===== config.mk =====
export PLATFORM = sky130hd
export DESIGN_NAME = bp_top
export DESIGN_NICKNAME = d
export VERILOG_FILES = /design/src/common/bp_pkg.sv /design/src/ras/ras_store.sv /design/src/ras/ras.sv /design/src/source/bp_predecode.sv /design/src/source/bp_target.sv /design/src/source/bp_result.sv /design/src/source/bp_top.sv
export SDC_FILE = /design/constraint.sdc
export NUM_CORES = 1
export LEC_CHECK = 0
export ABC_AREA = 1
export BUFFER_PORTS_ARGS = -buffer_cell sky130_fd_sc_hd__buf_4
export CELL_PAD_IN_SITES_DETAIL_PLACEMENT = 1
export CELL_PAD_IN_SITES_GLOBAL_PLACEMENT = 1
export CORE_MARGIN = 3
export CORE_UTILIZATION = 45
export DETAILED_ROUTE_END_ITERATION = 7
export PLACE_DENSITY_LB_ADDON = 0.1
export SLEW_MARGIN = 25
export SYNTH_ARGS = -nofsm -noshare
export SYNTH_HDL_FRONTEND = slang
export SYNTH_SLANG_ARGS = --single-unit

===== constraint.sdc =====
create_clock -name clk -period 19.3 [get_ports clk]
set_input_delay 5.79 -clock clk [delete_from_list [all_inputs] [get_ports clk]]
set_output_delay 5.79 -clock clk [all_outputs]
set_load 0.05 [all_outputs]

===== src/common/bp_pkg.sv =====
package bp_pkg;

    typedef logic [31:0] addr_t;

    localparam int RAS_SIZE = 16; // Default stack depth

    localparam logic [6:0] OPC_JAL  = 7'b1101111;
    localparam logic [6:0] OPC_JALR = 7'b1100111;

    // J-type view, immediate still in its scrambled order
    typedef struct packed {
        logic [19:0] imm;
        logic [4:0]  rd;
        logic [6:0]  opcode;
    } jal_fmt_t;

    typedef struct packed {
        logic [11:0] imm;
        logic [4:0]  rs1;
        logic [2:0]  funct3;
        logic [4:0]  rd;
        logic [6:0]  opcode;
    } jalr_fmt_t;

    typedef union packed {
        jal_fmt_t  j;
        jalr_fmt_t i;
    } inst_u;

    typedef enum logic [2:0] {
        NONE,
        CALL,
        RET,
        JUMP,
        INDIRECT
    } br_kind_e;

    typedef struct packed {
        logic  valid;
        addr_t pc;
        inst_u inst;
    } fetch_req_t;

    typedef struct packed {
        logic        valid;
        br_kind_e    kind;
        logic        reg_tgt; // Target comes from a register (JALR)
        addr_t       pc;
        logic [31:0] imm;     // Sign extended
    } decode_t;

    typedef struct packed {
        logic     valid;
        br_kind_e kind;
        addr_t    target;
        logic     target_ok;
        logic     ras_fail;
    } pred_t;

endpackage


===== src/ras/ras_store.sv =====
`timescale 1ns/1ps

module ras_store #(
    parameter int DEPTH = 16
) (
    input  logic                     clk,
    input  logic                     we,
    input  logic [$clog2(DEPTH)-1:0] addr,
    input  bp_pkg::addr_t            wdata,
    output bp_pkg::addr_t            rdata
);
    import bp_pkg::*;

    addr_t entries [DEPTH];

    always_ff @(posedge clk) begin
        if (we) begin
            entries[addr] <= wdata;
        end
    end

    assign rdata = entries[addr]; // Read is combinational

endmodule


===== src/ras/ras.sv =====
`timescale 1ns/1ps

module ras #(
    parameter int RAS_SIZE = bp_pkg::RAS_SIZE
) (
    input  logic          clk,
    input  logic          resetn,
    input  logic          push,
    input  logic          pop,
    input  bp_pkg::addr_t ret_pc_push,
    output bp_pkg::addr_t ret_pc_pop,
    output logic          fail
);
    import bp_pkg::*;

    localparam int PTR_W = $clog2(RAS_SIZE);

    // top stays 0 for both zero and one entries, empty tells them apart
    logic [PTR_W-1:0]    top;
    logic [PTR_W-1:0]    top_nxt;
    logic [PTR_W-1:0]    ras_addr;
    logic                empty;
    logic                empty_nxt;
    logic                overflow;
    logic                overflow_nxt;
    logic                full;
    logic [RAS_SIZE-1:0] overflow_counter;
    logic [RAS_SIZE-1:0] overflow_counter_nxt;
    addr_t               w_ret_pc;
    addr_t               r_ret_pc;

    assign full       = &top;
    assign fail       = empty || overflow;
    assign ret_pc_pop = r_ret_pc;

    always_comb begin
        empty_nxt = empty;
        if (push) begin
            empty_nxt = 1'b0;
        end else if (pop && top == '0) begin
            empty_nxt = 1'b1;
        end
    end

    always_comb begin
        top_nxt = top;
        if (push && !full && !empty) begin
            top_nxt = top + 1'b1;
        end else if (pop && (|top) && !overflow) begin
            top_nxt = top - 1'b1;
        end
    end

    always_comb begin
        overflow_counter_nxt = overflow_counter;
        if (push && full) begin
            overflow_counter_nxt = overflow_counter + 1'b1; // Dropped push
        end else if (pop && (|overflow_counter)) begin
            overflow_counter_nxt = overflow_counter - 1'b1;
        end
    end

    // Tracks the counter so back-to-back pops see it clear at once
    assign overflow_nxt = |overflow_counter_nxt;

    always_ff @(posedge clk) begin
        if (!resetn) begin
            top              <= '0;
            empty            <= 1'b1;
            overflow         <= 1'b0;
            overflow_counter <= '0;
        end else begin
            top              <= top_nxt;
            empty            <= empty_nxt;
            overflow         <= overflow_nxt;
            overflow_counter <= overflow_counter_nxt;
        end
    end

    assign ras_addr = push ? top_nxt : top;
    assign w_ret_pc = full ? r_ret_pc : ret_pc_push; // Full push keeps the old entry

    ras_store #(
        .DEPTH(RAS_SIZE)
    ) u_store (
        .clk  (clk),
        .we   (push),
        .addr (ras_addr),
        .wdata(w_ret_pc),
        .rdata(r_ret_pc)
    );

endmodule


===== src/source/bp_predecode.sv =====
`timescale 1ns/1ps

module bp_predecode (
    input  bp_pkg::fetch_req_t fetch,
    output bp_pkg::decode_t    dec
);
    import bp_pkg::*;

    inst_u       word;
    logic        is_jal;
    logic        is_jalr;
    logic        rd_link;
    logic        rs1_link;
    logic [31:0] j_imm;
    logic [31:0] i_imm;
    br_kind_e    kind;

    assign word = fetch.inst;

    // Opcode and rd sit at the same bits in both views
    assign is_jal  = (word.j.opcode == OPC_JAL);
    assign is_jalr = (word.i.opcode == OPC_JALR);

    assign rd_link  = (word.j.rd == 5'd1) || (word.j.rd == 5'd5);
    assign rs1_link = (word.i.rs1 == 5'd1) || (word.i.rs1 == 5'd5);

    // imm[20|10:1|11|19:12]
    assign j_imm = {{11{word.j.imm[19]}}, word.j.imm[19], word.j.imm[7:0],
                    word.j.imm[8], word.j.imm[18:9], 1'b0};
    assign i_imm = {{20{word.i.imm[11]}}, word.i.imm};

    always_comb begin
        kind = NONE;
        if (fetch.valid) begin
            if (is_jal) begin
                kind = rd_link ? CALL : JUMP;
            end else if (is_jalr) begin
                if (rd_link) begin
                    kind = CALL; // Coroutine form also lands here
                end else if (word.i.rd == 5'd0 && rs1_link) begin
                    kind = RET;
                end else begin
                    kind = INDIRECT;
                end
            end
        end
    end

    always_comb begin
        dec.valid   = fetch.valid;
        dec.kind    = kind;
        dec.reg_tgt = is_jalr;
        dec.pc      = fetch.pc;
        dec.imm     = is_jal ? j_imm : i_imm;
    end

endmodule


===== src/source/bp_target.sv =====
`timescale 1ns/1ps

module bp_target (
    input  logic            clk,
    input  logic            resetn,
    input  bp_pkg::decode_t dec,
    output bp_pkg::pred_t   next_pred
);
    import bp_pkg::*;

    logic  push;
    logic  pop;
    logic  fail;
    addr_t ret_pc_push;
    addr_t ret_pc_pop;
    addr_t pc_rel;

    assign push        = dec.valid && (dec.kind == CALL);
    assign pop         = dec.valid && (dec.kind == RET);
    assign ret_pc_push = dec.pc + 32'd4;
    assign pc_rel      = dec.pc + dec.imm;

    ras #(
        .RAS_SIZE(RAS_SIZE)
    ) u_ras (
        .clk        (clk),
        .resetn     (resetn),
        .push       (push),
        .pop        (pop),
        .ret_pc_push(ret_pc_push),
        .ret_pc_pop (ret_pc_pop),
        .fail       (fail)
    );

    always_comb begin
        next_pred.valid     = dec.valid;
        next_pred.kind      = dec.kind;
        next_pred.target    = '0;
        next_pred.target_ok = 1'b0;
        next_pred.ras_fail  = 1'b0;
        case (dec.kind)
            CALL, JUMP: begin
                if (!dec.reg_tgt) begin // JALR target unknown here
                    next_pred.target    = pc_rel;
                    next_pred.target_ok = 1'b1;
                end
            end
            RET: begin
                next_pred.target    = ret_pc_pop;
                next_pred.target_ok = !fail;
                next_pred.ras_fail  = fail; // Seen before the pop
            end
            default: ;
        endcase
    end

endmodule


===== src/source/bp_result.sv =====
`timescale 1ns/1ps

module bp_result (
    input  logic          clk,
    input  logic          resetn,
    input  bp_pkg::pred_t next_pred,
    output bp_pkg::pred_t pred
);
    import bp_pkg::*;

    logic     valid_q;
    br_kind_e kind_q;
    addr_t    target_q;
    logic     target_ok_q;
    logic     ras_fail_q;

    always_ff @(posedge clk) begin
        if (!resetn) begin
            valid_q <= 1'b0;
        end else begin
            valid_q <= next_pred.valid; // One cycle strobe
        end
    end

    // Payload holds between strobes
    always_ff @(posedge clk) begin
        if (next_pred.valid) begin
            kind_q      <= next_pred.kind;
            target_q    <= next_pred.target;
            target_ok_q <= next_pred.target_ok;
            ras_fail_q  <= next_pred.ras_fail;
        end
    end

    always_comb begin
        pred.valid     = valid_q;
        pred.kind      = kind_q;
        pred.target    = target_q;
        pred.target_ok = target_ok_q;
        pred.ras_fail  = ras_fail_q;
    end

endmodule


===== src/source/bp_top.sv =====
`timescale 1ns/1ps

module bp_top (
    input  logic               clk,
    input  logic               resetn,
    input  bp_pkg::fetch_req_t fetch,
    output bp_pkg::pred_t      pred
);
    import bp_pkg::*;

    decode_t dec;
    pred_t   next_pred;

    bp_predecode u_predecode (
        .fetch(fetch),
        .dec  (dec)
    );

    bp_target u_target (
        .clk      (clk),
        .resetn   (resetn),
        .dec      (dec),
        .next_pred(next_pred)
    );

    bp_result u_result (
        .clk      (clk),
        .resetn   (resetn),
        .next_pred(next_pred),
        .pred     (pred)
    );

endmodule


# After elaboration in Yosys (flattened, before gate mapping)
# Memories as Yosys holds them, arrays and structs flattened.
# Cells that the tools add are included.
# W data, S select, Z words.
[word_totals]
register_bits = 60
ramBits = 512
input_bits = 67
output_inout_bits = 38
word_cells = 69
n_memories = 1
[memory_table]
columns = ["name", "depth", "width", "rd", "rd_ports_with_merged_regs", "wr", "line", "source"]
rows = [
  ["u_target.u_ras.u_store.entries", 16, 32, 1, 0, 1, "ras_store.sv:14", "addr_t entries [DEPTH];"],
]
[classes]
n_addsub = 6
eq_ne = 9
mux = 19
reduce_logical = 25
[op_table]
columns = ["operator", "n"]
rows = [
  ["$pmux W33 S2", 1],
  ["$mux W33", 1],
  ["$add A32 B3 Y32 const B", 1],
  ["$add A32 B32 Y32", 1],
  ["$mux W16", 2],
  ["$mux W32", 1],
  ["$reduce_or A16 Y1", 2],
  ["$mux W20", 1],
  ["$add A16 B1 Y16 const B", 1],
  ["$sub A16 B1 Y16 const B", 1],
  ["$mux W3", 5],
  ["$eq A7 B7 Y1 const B", 2],
  ["$mux W4", 3],
  ["$eq A5 B1 Y1 const B", 2],
  ["$eq A5 B3 Y1 const B", 2],
  ["$logic_and A1 B1 Y1", 10],
  ["$eq A3 B2 Y1 const B", 2],
  ["$logic_not A5 Y1", 1],
  ["$add A4 B1 Y4 const B", 1],
  ["$logic_not A1 Y1", 4],
  ["$logic_not A4 Y1", 1],
  ["$mux W1", 4],
  ["$reduce_and A4 Y1", 1],
  ["$reduce_or A4 Y1", 1],
  ["other kinds (6)", 8],
]

# Logic depth before layout (Yosys ltp)
# An unclocked memory read counts as a cell.
[logic_depth]
depth_word = 17
depth_mapped = 25
depth_no_buf = 23

# Hierarchy
# Synthesis repeated with hierarchy kept, for this count alone.
[unflattened]
cells_unflattened = 3285
area_unflattened_um2 = 29054.1
[modules_own_cells]
columns = ["module", "n_inst", "cells_each", "area_each_um2", "seq_area_each_um2"]
rows = [
  ["ras_store", 1, 2081, 21573.2, 15374.7],
  ["bp_target", 1, 711, 3474.6, 0.0],
  ["ras", 1, 337, 2143.3, 440.4],
  ["bp_result", 1, 43, 1161.1, 1131.1],
  ["bp_predecode", 1, 113, 701.9, 0.0],
]

# Worst setup path before layout
# Ideal clock, no wire load.
[synth_path]
path_type = "in2reg"
from = "in fetch[6] in the netlist's numbering"
to = "mem u_target.u_ras.u_store.entries[1][0] in the netlist's numbering (enable)"
setup_ns = 0.461
arrival_time_ns = 9.648
t_required_ns = 18.839
path_slack_ns = 9.190
cell_stages = 20
path_buffers = 2
path_cell_list = "nand2_1 -> nor2_2 -> nand2_1 -> inv_2 -> nand2_2 -> nand2_2 -> nand2_4 -> nand2_4 -> inv_2 -> buf_4 -> nand4_1 -> nand2_1 -> nand2_1 -> nand2_1 -> nand2_1 -> nand2_2 -> nor2_4 -> buf_4 -> inv_1 -> nor3_1"
[synth_between]
elab_chain_len = 11
word_cells_on_any_way = 18
cone_classes = "eq/ne: 4; mux: 8; reduce/logical: 6"
[synth_lines]
columns = ["item", "line", "source"]
rows = [
  ["start, declared", "bp_top.sv:6", "input bp_pkg::fetch_req_t fetch,"],
  ["$eq A7 B7 Y1", "bp_predecode.sv:22", "assign is_jalr = (word.i.opcode == OPC_JALR);"],
  ["$mux W3", "bp_predecode.sv:37", "end else if (is_jalr) begin"],
  ["$mux W3 *", "bp_predecode.sv:35", "if (is_jal) begin"],
  ["$mux W3 *", "bp_predecode.sv:34", "if (fetch.valid) begin"],
  ["$eq A3 B2 Y1", "bp_target.sv:19", "assign pop = dec.valid && (dec.kind == RET);"],
  ["$logic_and A1 B1 Y1", "bp_target.sv:19", ""],
  ["$logic_and A1 B1 Y1 (2 in series)", "ras.sv:49", "end else if (pop && (|top) && !overflow) begin"],
  ["$mux W4", "ras.sv:49", ""],
  ["$mux W4", "ras.sv:47", "if (push && !full && !empty) begin"],
  ["$mux W4", "ras.sv:80", "assign ras_addr = push ? top_nxt : top;"],
  ["end, declared", "ras_store.sv:14", ""],
]
# Mark *: on every way between the ends. The rest lies on a longest branch, timed or not.

# Worst setup path after layout
[layout_path]
from = "in fetch[64] in the netlist's numbering"
to = "mem u_target.u_ras.u_store.entries[4][7] in the netlist's numbering, data pin"
[layout_between]
elab_chain_len = 10
word_cells_on_any_way = 14
cone_classes = "eq/ne: 2; mux: 5; reduce/logical: 6; memory: 1"
[layout_lines]
columns = ["item", "line", "source"]
rows = [
  ["$mux W3", "bp_predecode.sv:34", ""],
  ["$eq A3 B2 Y1", "bp_target.sv:19", ""],
  ["$logic_and A1 B1 Y1", "bp_target.sv:19", ""],
  ["$logic_and A1 B1 Y1 (2 in series)", "ras.sv:49", ""],
  ["$mux W4", "ras.sv:49", ""],
  ["$mux W4", "ras.sv:47", ""],
  ["$mux W4 *", "ras.sv:80", ""],
  ["$mem_v2 Z16 W32 *", "n/a", ""],
  ["$mux W32 *", "ras.sv:81", "assign w_ret_pc = full ? r_ret_pc : ret_pc_push;"],
  ["net u_target.u_ras.u_store.wdata[7]", "ras_store.sv:9", "input bp_pkg::addr_t wdata,"],
]
# The timed path passes the listed nets; every way through them passes the cells marked *.

==> results.yml <==
run_status:
  status: "finished clean"
cts:
  cts_buffers: 67
  htreeDepth: 3
  ctsResizeCount: 0
  postCtsHoldBufs: 0
  cts_setup_buffers: 0
  cts_tree: "done"
  cts.clk_slew.worst_paths_ps: 60
  cts_buffer_depth: 3
  insertion_delay_ps: 610
  cts_sinks: 572
  cts-root-buf: "clkbuf_16"
power:
  power-per-cell-area_nw_per_um2: 82.99
  vdd_drop_max_v: 0.00007302
  cellLeakagePower_nw: 14.78
global_route:
  antenna_found_initial: 0
  grt_usage_pct: 26.86
  grt_pass1_vias: 24220
  grt_max_degree: 139
  grt_overflow: 0
  grt_pass1_wl_um: 143500
floorplan:
  die-height_um: 262.2
  std_cell_rows: 93
  initial_core_util_pct: 45.67
  die_w_um: 262.2
  ios: 105
  fp.dieArea_um2: 68770
  core_area_um2: 64700
place:
  dp_hpwl_um: 59050
  place_area_um2: 31190
  port-buffer-count: 104
  place_congestion: 0.8951
  dp_worst_setup_slack_ps: 7620
  place_inst: 4142
yosys:
  netlist_instances: 3295
  yosysWarnings: 0
  yosysUniqueCellTypes: 47
  mappedNetlistNets: 3400
  avgSynthCellArea_um2: 8.967
  seq_area_frac_synth_pct: 57.35
  synthesis.area_um2: 29550
  synth_area_leaders: "edfxtp_1 56%, nand2_1 18%, nand3b_1 5.8%"
  synth_top_area_share_pct: 55.80
  ys_seq_elements: 572
  yosys.area.top_type: "edfxtp_1"
setup_path:
  worstReg2RegStart: "u_target.u_ras.top[0]"
  critPathMaxFanout: 85
  r2r_end: "u_target.u_ras.u_store.entries[4][7]"
  critPathLaunchType: "primary input"
  cp-end-kind: "flip-flop"
  crit_type: "primary input to flip-flop"
  reg2reg_slack_ps: 12320
  r2r_cells: 20
  crit_arrival_ps: 11260
  cp.required_ps: 19470
timing:
  worst_pin_slew_ps: 1016
  fin_crit_sh_pct: 57.48
  final.min_clock_period_ps: 11090
  finalSetupViolations: 0
  finalHoldViolCount: 0
  finalClockSkew_ps: 18.77
  slew_viol_final: 0
  tns_ps: 0
  max_freq_ghz: 0.09014
  rsz0062_at_grt: "no"
  slew_headroom_pct: 31.85
  layout_setup_ws_ps: 8206
layout:
  num_antenna_cells: 0
  fin_util_pct: 51.65
  final_cell_mix: "1383 x nand2_1, 549 x edfxtp_1, 400 x inv_1"
  fin_nets: 3462
  finalNonFillerCells: 4263
  postLayoutCellArea_um2: 33420
  final_common_cell: "nand2_1"
  drive_gt1_share_pct: 8.656
  area_growth_pct: 13.09
detailed_routing:
  drc: 0
  routed_via_density: 5.341
  vias: 22770
  wl_per_cell_um: 21.86
  drt_pass1_iterations: 5
  ant_nets: 0
  drtIter0Drc: 1614
  routed_wirelength_um: 93200
flow_run:
  cap_violations: 0
worst_hold_path:
  hold_path_startpoint: "u_target.u_ras.empty"
  holdPathEnd: "u_target.u_ras.empty"
  hold_depth: 2
  hold_class: "flip-flop to flip-flop"
## how the worst max path moves through the flow
stage | start | endpoint | slack [ps] | cells past startpoint
after floorplan | fetch[6] | u_target.u_ras.u_store.entries[1][0] | 9190 | 20
after global placement | fetch[64] | u_target.u_ras.u_store.entries[0][15] | 7790 | 21
after detailed placement | fetch[64] | u_target.u_ras.u_store.entries[0][15] | 7620 | 21
after CTS | fetch[64] | u_target.u_ras.u_store.entries[5][15] | 8280 | 21
after global routing | fetch[64] | u_target.u_ras.u_store.entries[6][15] | 7770 | 21
final | fetch[64] | u_target.u_ras.u_store.entries[4][7] | 8210 | 21
## cell families (layout without fill, tap and decap cells)
kind of cell,count (synthesis),in the layout,share of synthesized area (%)
adder cells (fa/ha/maj),38,38,1.635
buffers and inverters,561,674,8.029
AO/OA/AOI/OAI,161,161,3.024
AND/OR/NAND/NOR,1910,1910,28.37
multiplexers,5,5,0.1694
flip-flops,572,572,57.35
XOR/XNOR,48,48,1.423
## report_power, final
group | total (mW) | internal, mW | leakage, nW | switching, mW
clock | 1.28 | 0.765 | 1.07 | 0.519
sequential | 1.37 | 1.36 | 5.17 | 0.00133
combinational | 0.123 | 0.0337 | 8.55 | 0.0891
total | 2.77 | 2.16 | 14.8 | 0.610
## synthesized netlist by cell type (all sizes together)
| master | instances |
|---|---|
| nand3 | 79 |
| nor4 | 12 |
| a31oi | 5 |
| xnor2 | 1 |
| nand4 | 20 |
| mux2i | 5 |
| inv | 410 |
| edfxtp | 549 |
| clkinv | 2 |
| nand2 | 1394 |
| o211ai | 3 |
| o21a | 3 |
| a21boi | 5 |
| dfxtp | 23 |
| o21ai | 70 |
| fa | 1 |
| nand3b | 229 |
| nor3 | 24 |
| a21o | 4 |
| nor2 | 147 |
| buf | 102 |
| a21oi | 64 |
| or2 | 4 |
| o31ai | 1 |
| xor2 | 47 |
| a31o | 1 |
| clkbuf | 47 |
| o311ai | 1 |
| o32ai | 1 |
| ha | 37 |
| nor3b | 1 |
| a221oi | 3 |
## metrics by stage
| stage | power, mW | hold WS, ps |
|---|---|---|
| 4_1_cts | 2.795 | 546.8 |
| 3_5_place_dp | 1.513 | 536.5 |
| 3_3_place_gp | 1.510 | 541.9 |
| 6_report | 2.773 | 542.9 |
| 5_1_grt | 2.854 | 574.1 |
| 2_1_floorplan | 1.459 | 495.5 |
## worst max-delay path, stage by stage
cell	delay, ps
buf_4	440
o21ai_2	170
nor2_1	130
nand2_1	90
nand2_1	110
inv_2	50
nand3_2	70
nand3_1	140
nand3_4	330
buf_4	830
buf_4	900
buf_4	840
nand3b_1	170
nand2_1	110
nand2_1	50
nand2_1	100
nand2_1	90
nand2_1	110
nor2_1	100
nand2_1	70
nand2_1	390
## layer usage
layer  share of wire [%]  wire, um  up-vias  track usage (%)
met1                  43     40080    11420            34.78
met3                 3.8      3511      163            3.479
met2                  50     46360      464            46.49
li1                    -         -    10720                -
met4                 3.5      3246        0            9.365
met5                   0         0        -                0
## flip-flops by register name, indices dropped and copies added (netlist names)
name / cells
u_target.u_ras.overflow: 1
u_result.target_ok_q: 1
u_result.valid_q: 1
u_target.u_ras.empty: 1
u_result.ras_fail_q: 1
u_target.u_ras.u_store.entries: 512
u_target.u_ras.overflow_counter: 16
u_target.u_ras.top: 4
u_result.target_q: 32
u_result.kind_q: 3
## cell type report
| cell class | instances | area [um^2] |
|---|---|---|
| timing repair buffer | 142 | 1264 |
| clock buffer | 88 | 1829 |
| inverter | 412 | 1548 |
| multi-input combinational | 2162 | 10390 |
| clock inverter | 32 | 365.4 |
| fill | 7469 | 31280 |
| tap | 855 | 1070 |
| sequential | 572 | 16950 |
No activity file was read; power rests on OpenSTA's default activity.
